`config.mk`:
```
export PLATFORM = sky130hd
export DESIGN_NAME = hbus_ctrl
export DESIGN_NICKNAME = d
export VERILOG_FILES = /design/src/common/hbus_cmd_pkg.sv /design/src/common/hbus_phy_pkg.sv /design/src/hbus_ctrl/hbus_ctrl.sv
export VERILOG_INCLUDE_DIRS = /design/src /design/src/common
export SDC_FILE = /design/constraint.sdc
export NUM_CORES = 1
export LEC_CHECK = 0
export BUFFER_PORTS_ARGS = -buffer_cell sky130_fd_sc_hd__buf_2
export CAP_MARGIN = 15
export CELL_PAD_IN_SITES_DETAIL_PLACEMENT = 1
export CELL_PAD_IN_SITES_GLOBAL_PLACEMENT = 1
export CORE_AREA = 2 2 92 94
export CTS_BUF_LIST = sky130_fd_sc_hd__clkbuf_16
export CTS_CLUSTER_DIAMETER = 30
export DETAILED_ROUTE_END_ITERATION = 8
export DIE_AREA = 0 0 94 96
export MAX_ROUTING_LAYER = met4
export PLACE_DENSITY_LB_ADDON = 0.1
export REMOVE_ABC_BUFFERS = 1
export SYNTH_ARGS = -nofsm -noshare
export SYNTH_HDL_FRONTEND = slang
export SYNTH_SLANG_ARGS = --single-unit
```
`constraint.sdc`:
```
create_clock -name clk -period 8.6 [get_ports clk]
set_input_delay 0.86 -clock clk [delete_from_list [all_inputs] [get_ports clk]]
set_output_delay 0.86 -clock clk [all_outputs]
set_load 0.02 [all_outputs]
```
`src/common/hbus_consts.svh`:
```
`ifndef HBUS_CONSTS_SVH
`define HBUS_CONSTS_SVH

// Number of DQ pins on the HyperBus
`define HBUS_WIDTH 8

// Initial access latency in clk cycles
`define HBUS_TACC 6

// Reset pulse length on the device reset pin
`define HBUS_RESET_CYCLES 5

// Host address width
`define HBUS_ADDR_W 32

// Idle cycles between transactions
`define HBUS_GAP_CYCLES 3

`endif

```
`src/common/hbus_cmd_pkg.sv`:
```
`include "hbus_consts.svh"

package hbus_cmd_pkg;

    // One host word, sent as two DDR bytes
    typedef logic [15:0] hbus_word_t;

    // One bit per byte, a high bit masks that byte
    typedef logic [1:0] hbus_mask_t;

    // Command/address fields as defined by the HyperBus spec
    typedef struct packed {
        logic        rw;        // 1 read, 0 write
        logic        space;     // 1 register space
        logic        burst;     // 1 linear burst
        logic [28:0] adr_hi;
        logic [12:0] rsvd;
        logic [2:0]  adr_lo;
    } hbus_ca_fields_t;

    // Loaded through the fields, shifted out through the beats
    typedef union packed {
        hbus_ca_fields_t     f;
        hbus_word_t [2:0]    beat;
    } hbus_ca_u;

    // Host request, rd and wr are held until the transaction ends
    typedef struct packed {
        logic                    rd;
        logic                    wr;
        logic                    reg_space;
        logic [`HBUS_ADDR_W-1:0] adr;
        hbus_word_t              wdata;
        hbus_mask_t              wmask;
    } hbus_req_t;

endpackage

```
`src/common/hbus_phy_pkg.sv`:
```
`include "hbus_consts.svh"

package hbus_phy_pkg;

    // Two DQ bytes per clk cycle
    // rise goes out first on the bus
    typedef struct packed {
        logic [`HBUS_WIDTH-1:0] rise;
        logic [`HBUS_WIDTH-1:0] fall;
    } hbus_ddr_t;

    // Pin control from the controller to the PHY
    typedef struct packed {
        logic dq_oe;
        logic rwds_oe;
        logic clk_en;
        logic cs;
    } hbus_oe_t;

endpackage

```
`src/hbus_ctrl/hbus_ctrl.sv`:
```
`timescale 1ns/1ps
`include "hbus_consts.svh"

module hbus_ctrl (
    input  logic                     clk,
    input  logic                     rst,
    input  hbus_cmd_pkg::hbus_req_t  req_i,
    input  hbus_phy_pkg::hbus_ddr_t  rx_dat_i,
    input  logic [1:0]               rx_rwds_i,
    output hbus_phy_pkg::hbus_ddr_t  tx_dat_o,
    output logic [1:0]               tx_rwds_o,
    output hbus_phy_pkg::hbus_oe_t   pin_o,
    output logic                     rst_phase_o,
    output logic                     ready_o,
    output logic                     valid_o,
    output hbus_cmd_pkg::hbus_word_t rdata_o
);

    import hbus_cmd_pkg::*;
    import hbus_phy_pkg::*;

    localparam int CNT_W = $clog2(2 * `HBUS_TACC);

    localparam logic [6:0] S_RESET = 7'b0000001;
    localparam logic [6:0] S_IDLE  = 7'b0000010;
    localparam logic [6:0] S_CLKEN = 7'b0000100;
    localparam logic [6:0] S_CMD   = 7'b0001000;
    localparam logic [6:0] S_LAT   = 7'b0010000;
    localparam logic [6:0] S_READ  = 7'b0100000;
    localparam logic [6:0] S_WRITE = 7'b1000000;

    logic [6:0]       state;
    logic [CNT_W-1:0] cnt;
    hbus_ca_u         ca;
    logic             start;
    logic             ca_shift;
    logic             capture;

    // Gap counter must have run out before a new request is taken
    assign start    = (state == S_IDLE) && (cnt == '0) && (req_i.rd || req_i.wr);
    assign ca_shift = (state == S_CMD) && (cnt != '0);

    // A read word is on rx when RWDS shows high then low
    assign capture = (state == S_READ) && req_i.rd && (rx_rwds_i == 2'b10);

    assign rst_phase_o = (state == S_RESET);
    assign ready_o     = (state == S_WRITE) && req_i.wr;

    // CA beats until the write state, then host words
    assign tx_dat_o = (state == S_WRITE) ? req_i.wdata : ca.beat[2];

    // Once wr drops, the trailing beat still in the output register is fully masked
    always_comb begin
        if (state != S_WRITE) begin
            tx_rwds_o = 2'b00;
        end else if (req_i.wr) begin
            tx_rwds_o = req_i.wmask;
        end else begin
            tx_rwds_o = 2'b11;
        end
    end

    always_ff @(posedge clk) begin
        if (start) begin
            ca.f.rw     <= req_i.rd;
            ca.f.space  <= req_i.reg_space;
            ca.f.burst  <= 1'b1;
            ca.f.adr_hi <= req_i.adr[`HBUS_ADDR_W-1:3];
            ca.f.rsvd   <= '0;
            ca.f.adr_lo <= req_i.adr[2:0];
        end else if (ca_shift) begin
            ca.beat <= {ca.beat[1:0], 16'h0000};
        end
    end

    always_ff @(posedge clk or posedge rst) begin
        if (rst) begin
            state <= S_RESET;
            cnt   <= CNT_W'(`HBUS_RESET_CYCLES);
            pin_o <= '0;
        end else begin
            case (state)
                S_RESET: begin
                    if (cnt == '0) begin
                        state <= S_IDLE;
                    end else begin
                        cnt <= cnt - 1'b1;
                    end
                end

                S_IDLE: begin
                    if (cnt != '0) begin
                        cnt <= cnt - 1'b1;
                    end else if (start) begin
                        pin_o.cs    <= 1'b1;
                        pin_o.dq_oe <= 1'b1;
                        state       <= S_CLKEN;
                    end
                end

                // Bus clock starts one cycle after csn to trail the DDR register
                S_CLKEN: begin
                    pin_o.clk_en <= 1'b1;
                    cnt          <= CNT_W'(2);
                    state        <= S_CMD;
                end

                S_CMD: begin
                    if (cnt != '0) begin
                        cnt <= cnt - 1'b1;
                    end else begin
                        pin_o.dq_oe <= 1'b0;
                        state       <= S_LAT;
                        // Reads follow the strobe, so a short wait is enough
                        if (req_i.rd) begin
                            cnt <= CNT_W'(`HBUS_TACC - 2);
                        end else if (rx_rwds_i == 2'b11) begin
                            cnt <= CNT_W'(2 * `HBUS_TACC - 3);
                        end else begin
                            cnt <= CNT_W'(`HBUS_TACC - 3);
                        end
                    end
                end

                S_LAT: begin
                    cnt <= cnt - 1'b1;
                    // RWDS preamble is driven low one cycle before the first word
                    if (cnt == CNT_W'(1) && req_i.wr) begin
                        pin_o.rwds_oe <= 1'b1;
                    end
                    if (cnt == '0) begin
                        if (req_i.wr) begin
                            pin_o.dq_oe   <= 1'b1;
                            pin_o.rwds_oe <= 1'b1;
                            state         <= S_WRITE;
                        end else if (req_i.rd) begin
                            state <= S_READ;
                        end else begin
                            pin_o <= '0;
                            cnt   <= CNT_W'(`HBUS_GAP_CYCLES);
                            state <= S_IDLE;
                        end
                    end
                end

                S_READ: begin
                    if (!req_i.rd) begin
                        pin_o <= '0;
                        cnt   <= CNT_W'(`HBUS_GAP_CYCLES);
                        state <= S_IDLE;
                    end
                end

                S_WRITE: begin
                    if (!req_i.wr) begin
                        pin_o <= '0;
                        cnt   <= CNT_W'(`HBUS_GAP_CYCLES);
                        state <= S_IDLE;
                    end
                end

                default: begin
                    pin_o <= '0;
                    cnt   <= CNT_W'(`HBUS_RESET_CYCLES);
                    state <= S_RESET;
                end
            endcase
        end
    end

    always_ff @(posedge clk or posedge rst) begin
        if (rst) begin
            valid_o <= 1'b0;
        end else begin
            valid_o <= capture;
        end
    end

    always_ff @(posedge clk) begin
        if (capture) begin
            rdata_o <= rx_dat_i;
        end
    end

    // Host must not drive DQ while the device returns data
    a_no_dq_in_read: assert property (@(posedge clk) disable iff (rst)
        (state == S_READ) |-> !pin_o.dq_oe);

    // Write words are only consumed with the device selected
    a_ready_in_cs: assert property (@(posedge clk) disable iff (rst)
        ready_o |-> pin_o.cs);

    a_state_onehot: assert property (@(posedge clk) disable iff (rst)
        $onehot(state));

endmodule

```
Yosys cells after proc, flatten, opt, wreduce, memory -nomap -nowiden
Cells that the tools add are included.
Widths: inputs -> output; s select.
- register bits: 67
- input port bits: 73
- output and inout port bits: 41
- word-level logic and storage cells: 99
- add/subtract/negate cells: 1
- equal/unequal tests: 23
- mux-type cells: 40
- bitwise logic cells: 4
- reductions and logical operators: 21
- operator list (operator ; number):
    $mux 48 ; 2
    $mux 4 ; 14
    $mux 7 ; 8
    $pmux 7 s7 ; 1
    $pmux 4 s7 ; 1
    $ne 2x2->1 const B ; 9
    $mux 16 ; 1
    $reduce_and 8->1 ; 2
    $pmux 1 s5 ; 2
    $mux 2 ; 4
    $eq 7x1->1 const B ; 1
    $eq 7x2->1 const B ; 1
    $eq 7x3->1 const B ; 1
    $eq 7x4->1 const B ; 1
    $eq 7x5->1 const B ; 1
    $eq 7x6->1 const B ; 1
    $eq 7x7->1 const B ; 1
    $logic_and 1x1->1 ; 7
    $ne 7x7->1 const B ; 1
    $reduce_and 7->1 ; 1
    $mux 6 ; 1
    $pmux 1 s6 ; 1
    $reduce_and 6->1 ; 1
    $reduce_or 3->1 ; 2
    other kinds (16) ; 24

Depth between registers and ports, before layout
- word-level depth: 7
- depth in mapped cells: 8
- mapped depth without buffers: 7

Worst setup path after synthesis
OpenSTA, ideal clock, no wires.
- kind: input to register
- from: in req_i[52] (netlist name)
- to: reg rdata_o[0], enable pin
- setup time: 433 ps
- arrival: 2787 ps
- required time: 8167 ps
- path slack: 5379 ps
- cell stages on the path: 2
- buffers on the path: 1
- cell sequence: buf_2 > nor4bb_1
- word-level cells in the longest chain between the ends: 2
- RTL lines (item ; RTL line ; source):
    start: declaration ; hbus_ctrl.sv:7 ; input hbus_cmd_pkg::hbus_req_t req_i,
    $logic_and 1x1->1 (2 in series) ; hbus_ctrl.sv:44 ; assign capture = (state == S_READ) && req_i.rd && (rx_rwds_i == 2'b10);
    net capture ; hbus_ctrl.sv:37 ; logic capture;
    end signal: assignment ; hbus_ctrl.sv:181 ; rdata_o <= rx_dat_i;
    end: declaration ; hbus_ctrl.sv:16 ; output hbus_cmd_pkg::hbus_word_t rdata_o
The timed path passes the listed nets, and every way through them passes these cells.
A chain may end at the register's enable or synchronous reset.

==> results.md <==
* Outcome: completed
* Most common cell after layout, fill and taps aside: buf_2
* Final clock period utilization by the worst path at 43.8%
* CTS H-tree lvls at 3
* Internal reg-to-reg setup slack at 5820 ps
* Post-CTS setup-driven buffer insertion count at 0
* Number of clock buffers inserted by TritonCTS at 9
* Mapped Avg Cell Area at 13.0 µm²
* IO Count at 114
* Final layout net count at 439
* CP Class: reg -> out
* Element type at the critical path start: register
* Number of instances resized during post-cts repair at 0
* Critical path arrival at 2910 ps
* Dominant cells by area after synthesis: edfxtp_1, dfrtp_1, a22o_1
* Count of port buffers added during placement at 113
* Number of fillers in the final layout at 866
* Proportion of netlist area held by the largest area contributor at 46.0%
* Worst path cell trace: or3_4 > nor2_2 > nand3_1 > mux2_1 > buf_2
* Global routing usage summed across all routing layers at 19.9%
* Worst hold path depth at 1
* Via count of the first global-routing pass at 2525
* Number of iterations in the first detailed-routing pass at 4
* Clk root buf: clkbuf_16
* CTS clk-pin slew, worst paths at 60 ps
* Initial cell density of the core at 40.6%
* Leakage component of the power at 1.78 nW
* Ratio of total power to cell area at 260 nW/µm²
* Share of the core filled with cells in the final layout at 53.0%
* Via Count at 2455
* Post-Route Setup TNS at 0 ps
* Final-report setup violation count at 0
* Core Region at 8050 µm²
* Area of the mapped netlist at 3270 µm²
* Critical path buffer and inverter count at 1
* Cell family with the largest share of critical-path delay: simple AND/OR/NAND/NOR gates
* Path length in cells of the critical path at 5
* Vias per Instance at 5.19
* Number of slew-limit violations in the final report at 0
* Detail-routed net length per standard cell at 17.3 µm
* Post-synthesis async set-or-reset flop share at 23.9%
* Width of the die at 94 µm
* Antenna violations before repair at 0
* Reg-to-reg startpoint: cnt[1]
* Total congestion overflow at 0
* Unrepaired setup endpoints after global routing: no
* Number of warning messages in the yosys log at 0
* Clock tree sinks at 67
* Biggest area consumer among synthesized cells: edfxtp_1
* RD Place Congestion at 0.803
* Worst flop-to-flop path endpoint: ca[41]
* Largest driver fanout on the critical path at 21
* F_max at 0.265 GHz
* Source of the critical timing path: state[2]
* #FFs+latches synth at 67
* Count of nets left with antenna violations after detail routing at 0
* Max incr delay on CP at 750 ps
* Highest-count cells in the layout ignoring fill and taps: buf_2, edfxtp_1, and2_1, a22o_1, nor2_1
* ANT cells at 0
* Critical-path cell with the highest stage delay: nand3_1
* CTS tree: built
* Die outline area at 9020 µm²
* Termination of the worst setup path: tx_dat_o[11]
* Share of cells above drive strength 1 at 44.6%
* DP Wirelength at 5.78 mm
* Endpoint kind of the worst setup timing path: output pin
* Final hold vios at 0
* Top_reg_cell synth: edfxtp_1
* Number of maximum-capacitance constraint violations at 0
* Height of the die at 96 µm
* Clock network latency to the later pin of the worst-skew pair at 330 ps
* Post-synth EDFFs at 50
* FP Rows at 33
* Iter 0 DRT Violations at 76
* Final critical-path required period at 3770 ps
* Clk_skew at 4.17 ps
* FF-to-FF path depth at 7
* Critical path data required time at 7740 ps
* Largest net degree at the start of global routing at 39
* Detailed Route WL at 8.17 mm
* Distinct cell type count of the synthesized netlist at 58
* Worst hold-check path type: reg -> reg
* Worst Max-Slew Pin Slew at 1040 ps
* Gate count of the mapped netlist at 252
* Number of buffers added to fix hold violations after cts at 0
* Max Buffers Root-to-Sink at 2
* Drc violations at 0
* Global-route wire length before repair at 13.0 mm
* Worst vdd rail ir drop at 0.147 mV
* Sequential area share after synthesis at 58.9%
* Signed area change from the synthesized netlist to the final layout at 30.5%
* Slew Limit Headroom at 30.4%
## state kept, by name (all words and copies together) (netlist names)
name / count
rdata_o: 16
ca: 35
state: 7
pin_o: 4
cnt: 4
valid_o: 1
## metal layers
metal / vias to the layer above / track usage (%) / part of all wire [%]
met4: 0 / 8.57 / 1.8
met2: 65 / 31.8 / 51
met3: 14 / 5.64 / 5.3
met5: - / - / 0
li1: 1181 / - / -
met1: 1195 / 23.9 / 42
## through the flow
step,instances,setup WS (ps),power (mW),instance area [µm²],hold WS [ps]
global route,473,4660,1.17,4260,533
detailed placement,458,5130,0.691,3920,492
finish,473,4830,1.11,4260,501
floorplan,238,5080,0.610,3190,430
global placement,458,5230,0.687,3920,470
CTS,473,4770,1.12,4260,505
## power breakdown
part / switching (mW) / internal, mW
logic: 0.151 / 0.113
clock network: 0.142 / 0.282
registers: 0.0380 / 0.383
## synth_stat cells, types with 3 or more instances
| library cell | instances |
|---|---|
| o21ai_0 | 3 |
| a22o_1 | 18 |
| edfxtp_1 | 50 |
| dfrtp_1 | 13 |
| a21oi_1 | 10 |
| nand4_1 | 3 |
| mux2_2 | 13 |
| dfstp_2 | 3 |
| inv_1 | 9 |
| xor2_1 | 5 |
| nand2_1 | 5 |
| nor3_2 | 3 |
| mux2_1 | 4 |
| a31oi_1 | 5 |
| buf_2 | 10 |
| nand3_1 | 11 |
| and2_1 | 18 |
| nor2_1 | 16 |
## layout make-up
class                   instances  area [µm²]  area share, %
repair buffers                115         581           13.6
inverters                       9        33.8          0.792
clock inverters                 6         115           2.70
flip-flops and latches         67        1930           45.2
clock buffers                   9         225           5.28
multi-input cells             162        1250           29.4
well taps                     105         131           3.08
## how the worst min path moves through the flow
stage             start        to  slack (ps)
6_report       pin_o[3]  pin_o[3]         500
5_1_grt        pin_o[3]  pin_o[3]         530
4_1_cts          ca[45]    ca[45]         510
3_5_place_dp     ca[45]    ca[45]         490
3_3_place_gp   pin_o[3]  pin_o[3]         470
2_1_floorplan    ca[45]    ca[45]         430
## kinds of logic (layout without fill, tap and decap cells)
family / after synthesis / after routing / synth area share (%)
and+or+nand+nor: 83 / 83 / 16.4
DFF: 67 / 67 / 58.9
AOI/OAI and AO/OA: 55 / 55 / 13.3
buffers and inverters: 23 / 139 / 3.37
muxes: 17 / 17 / 5.86
xor gates and xnor gates: 5 / 5 / 1.34
adders and majority gates: 2 / 2 / 0.766
No activity file was read; power rests on OpenSTA's default activity.
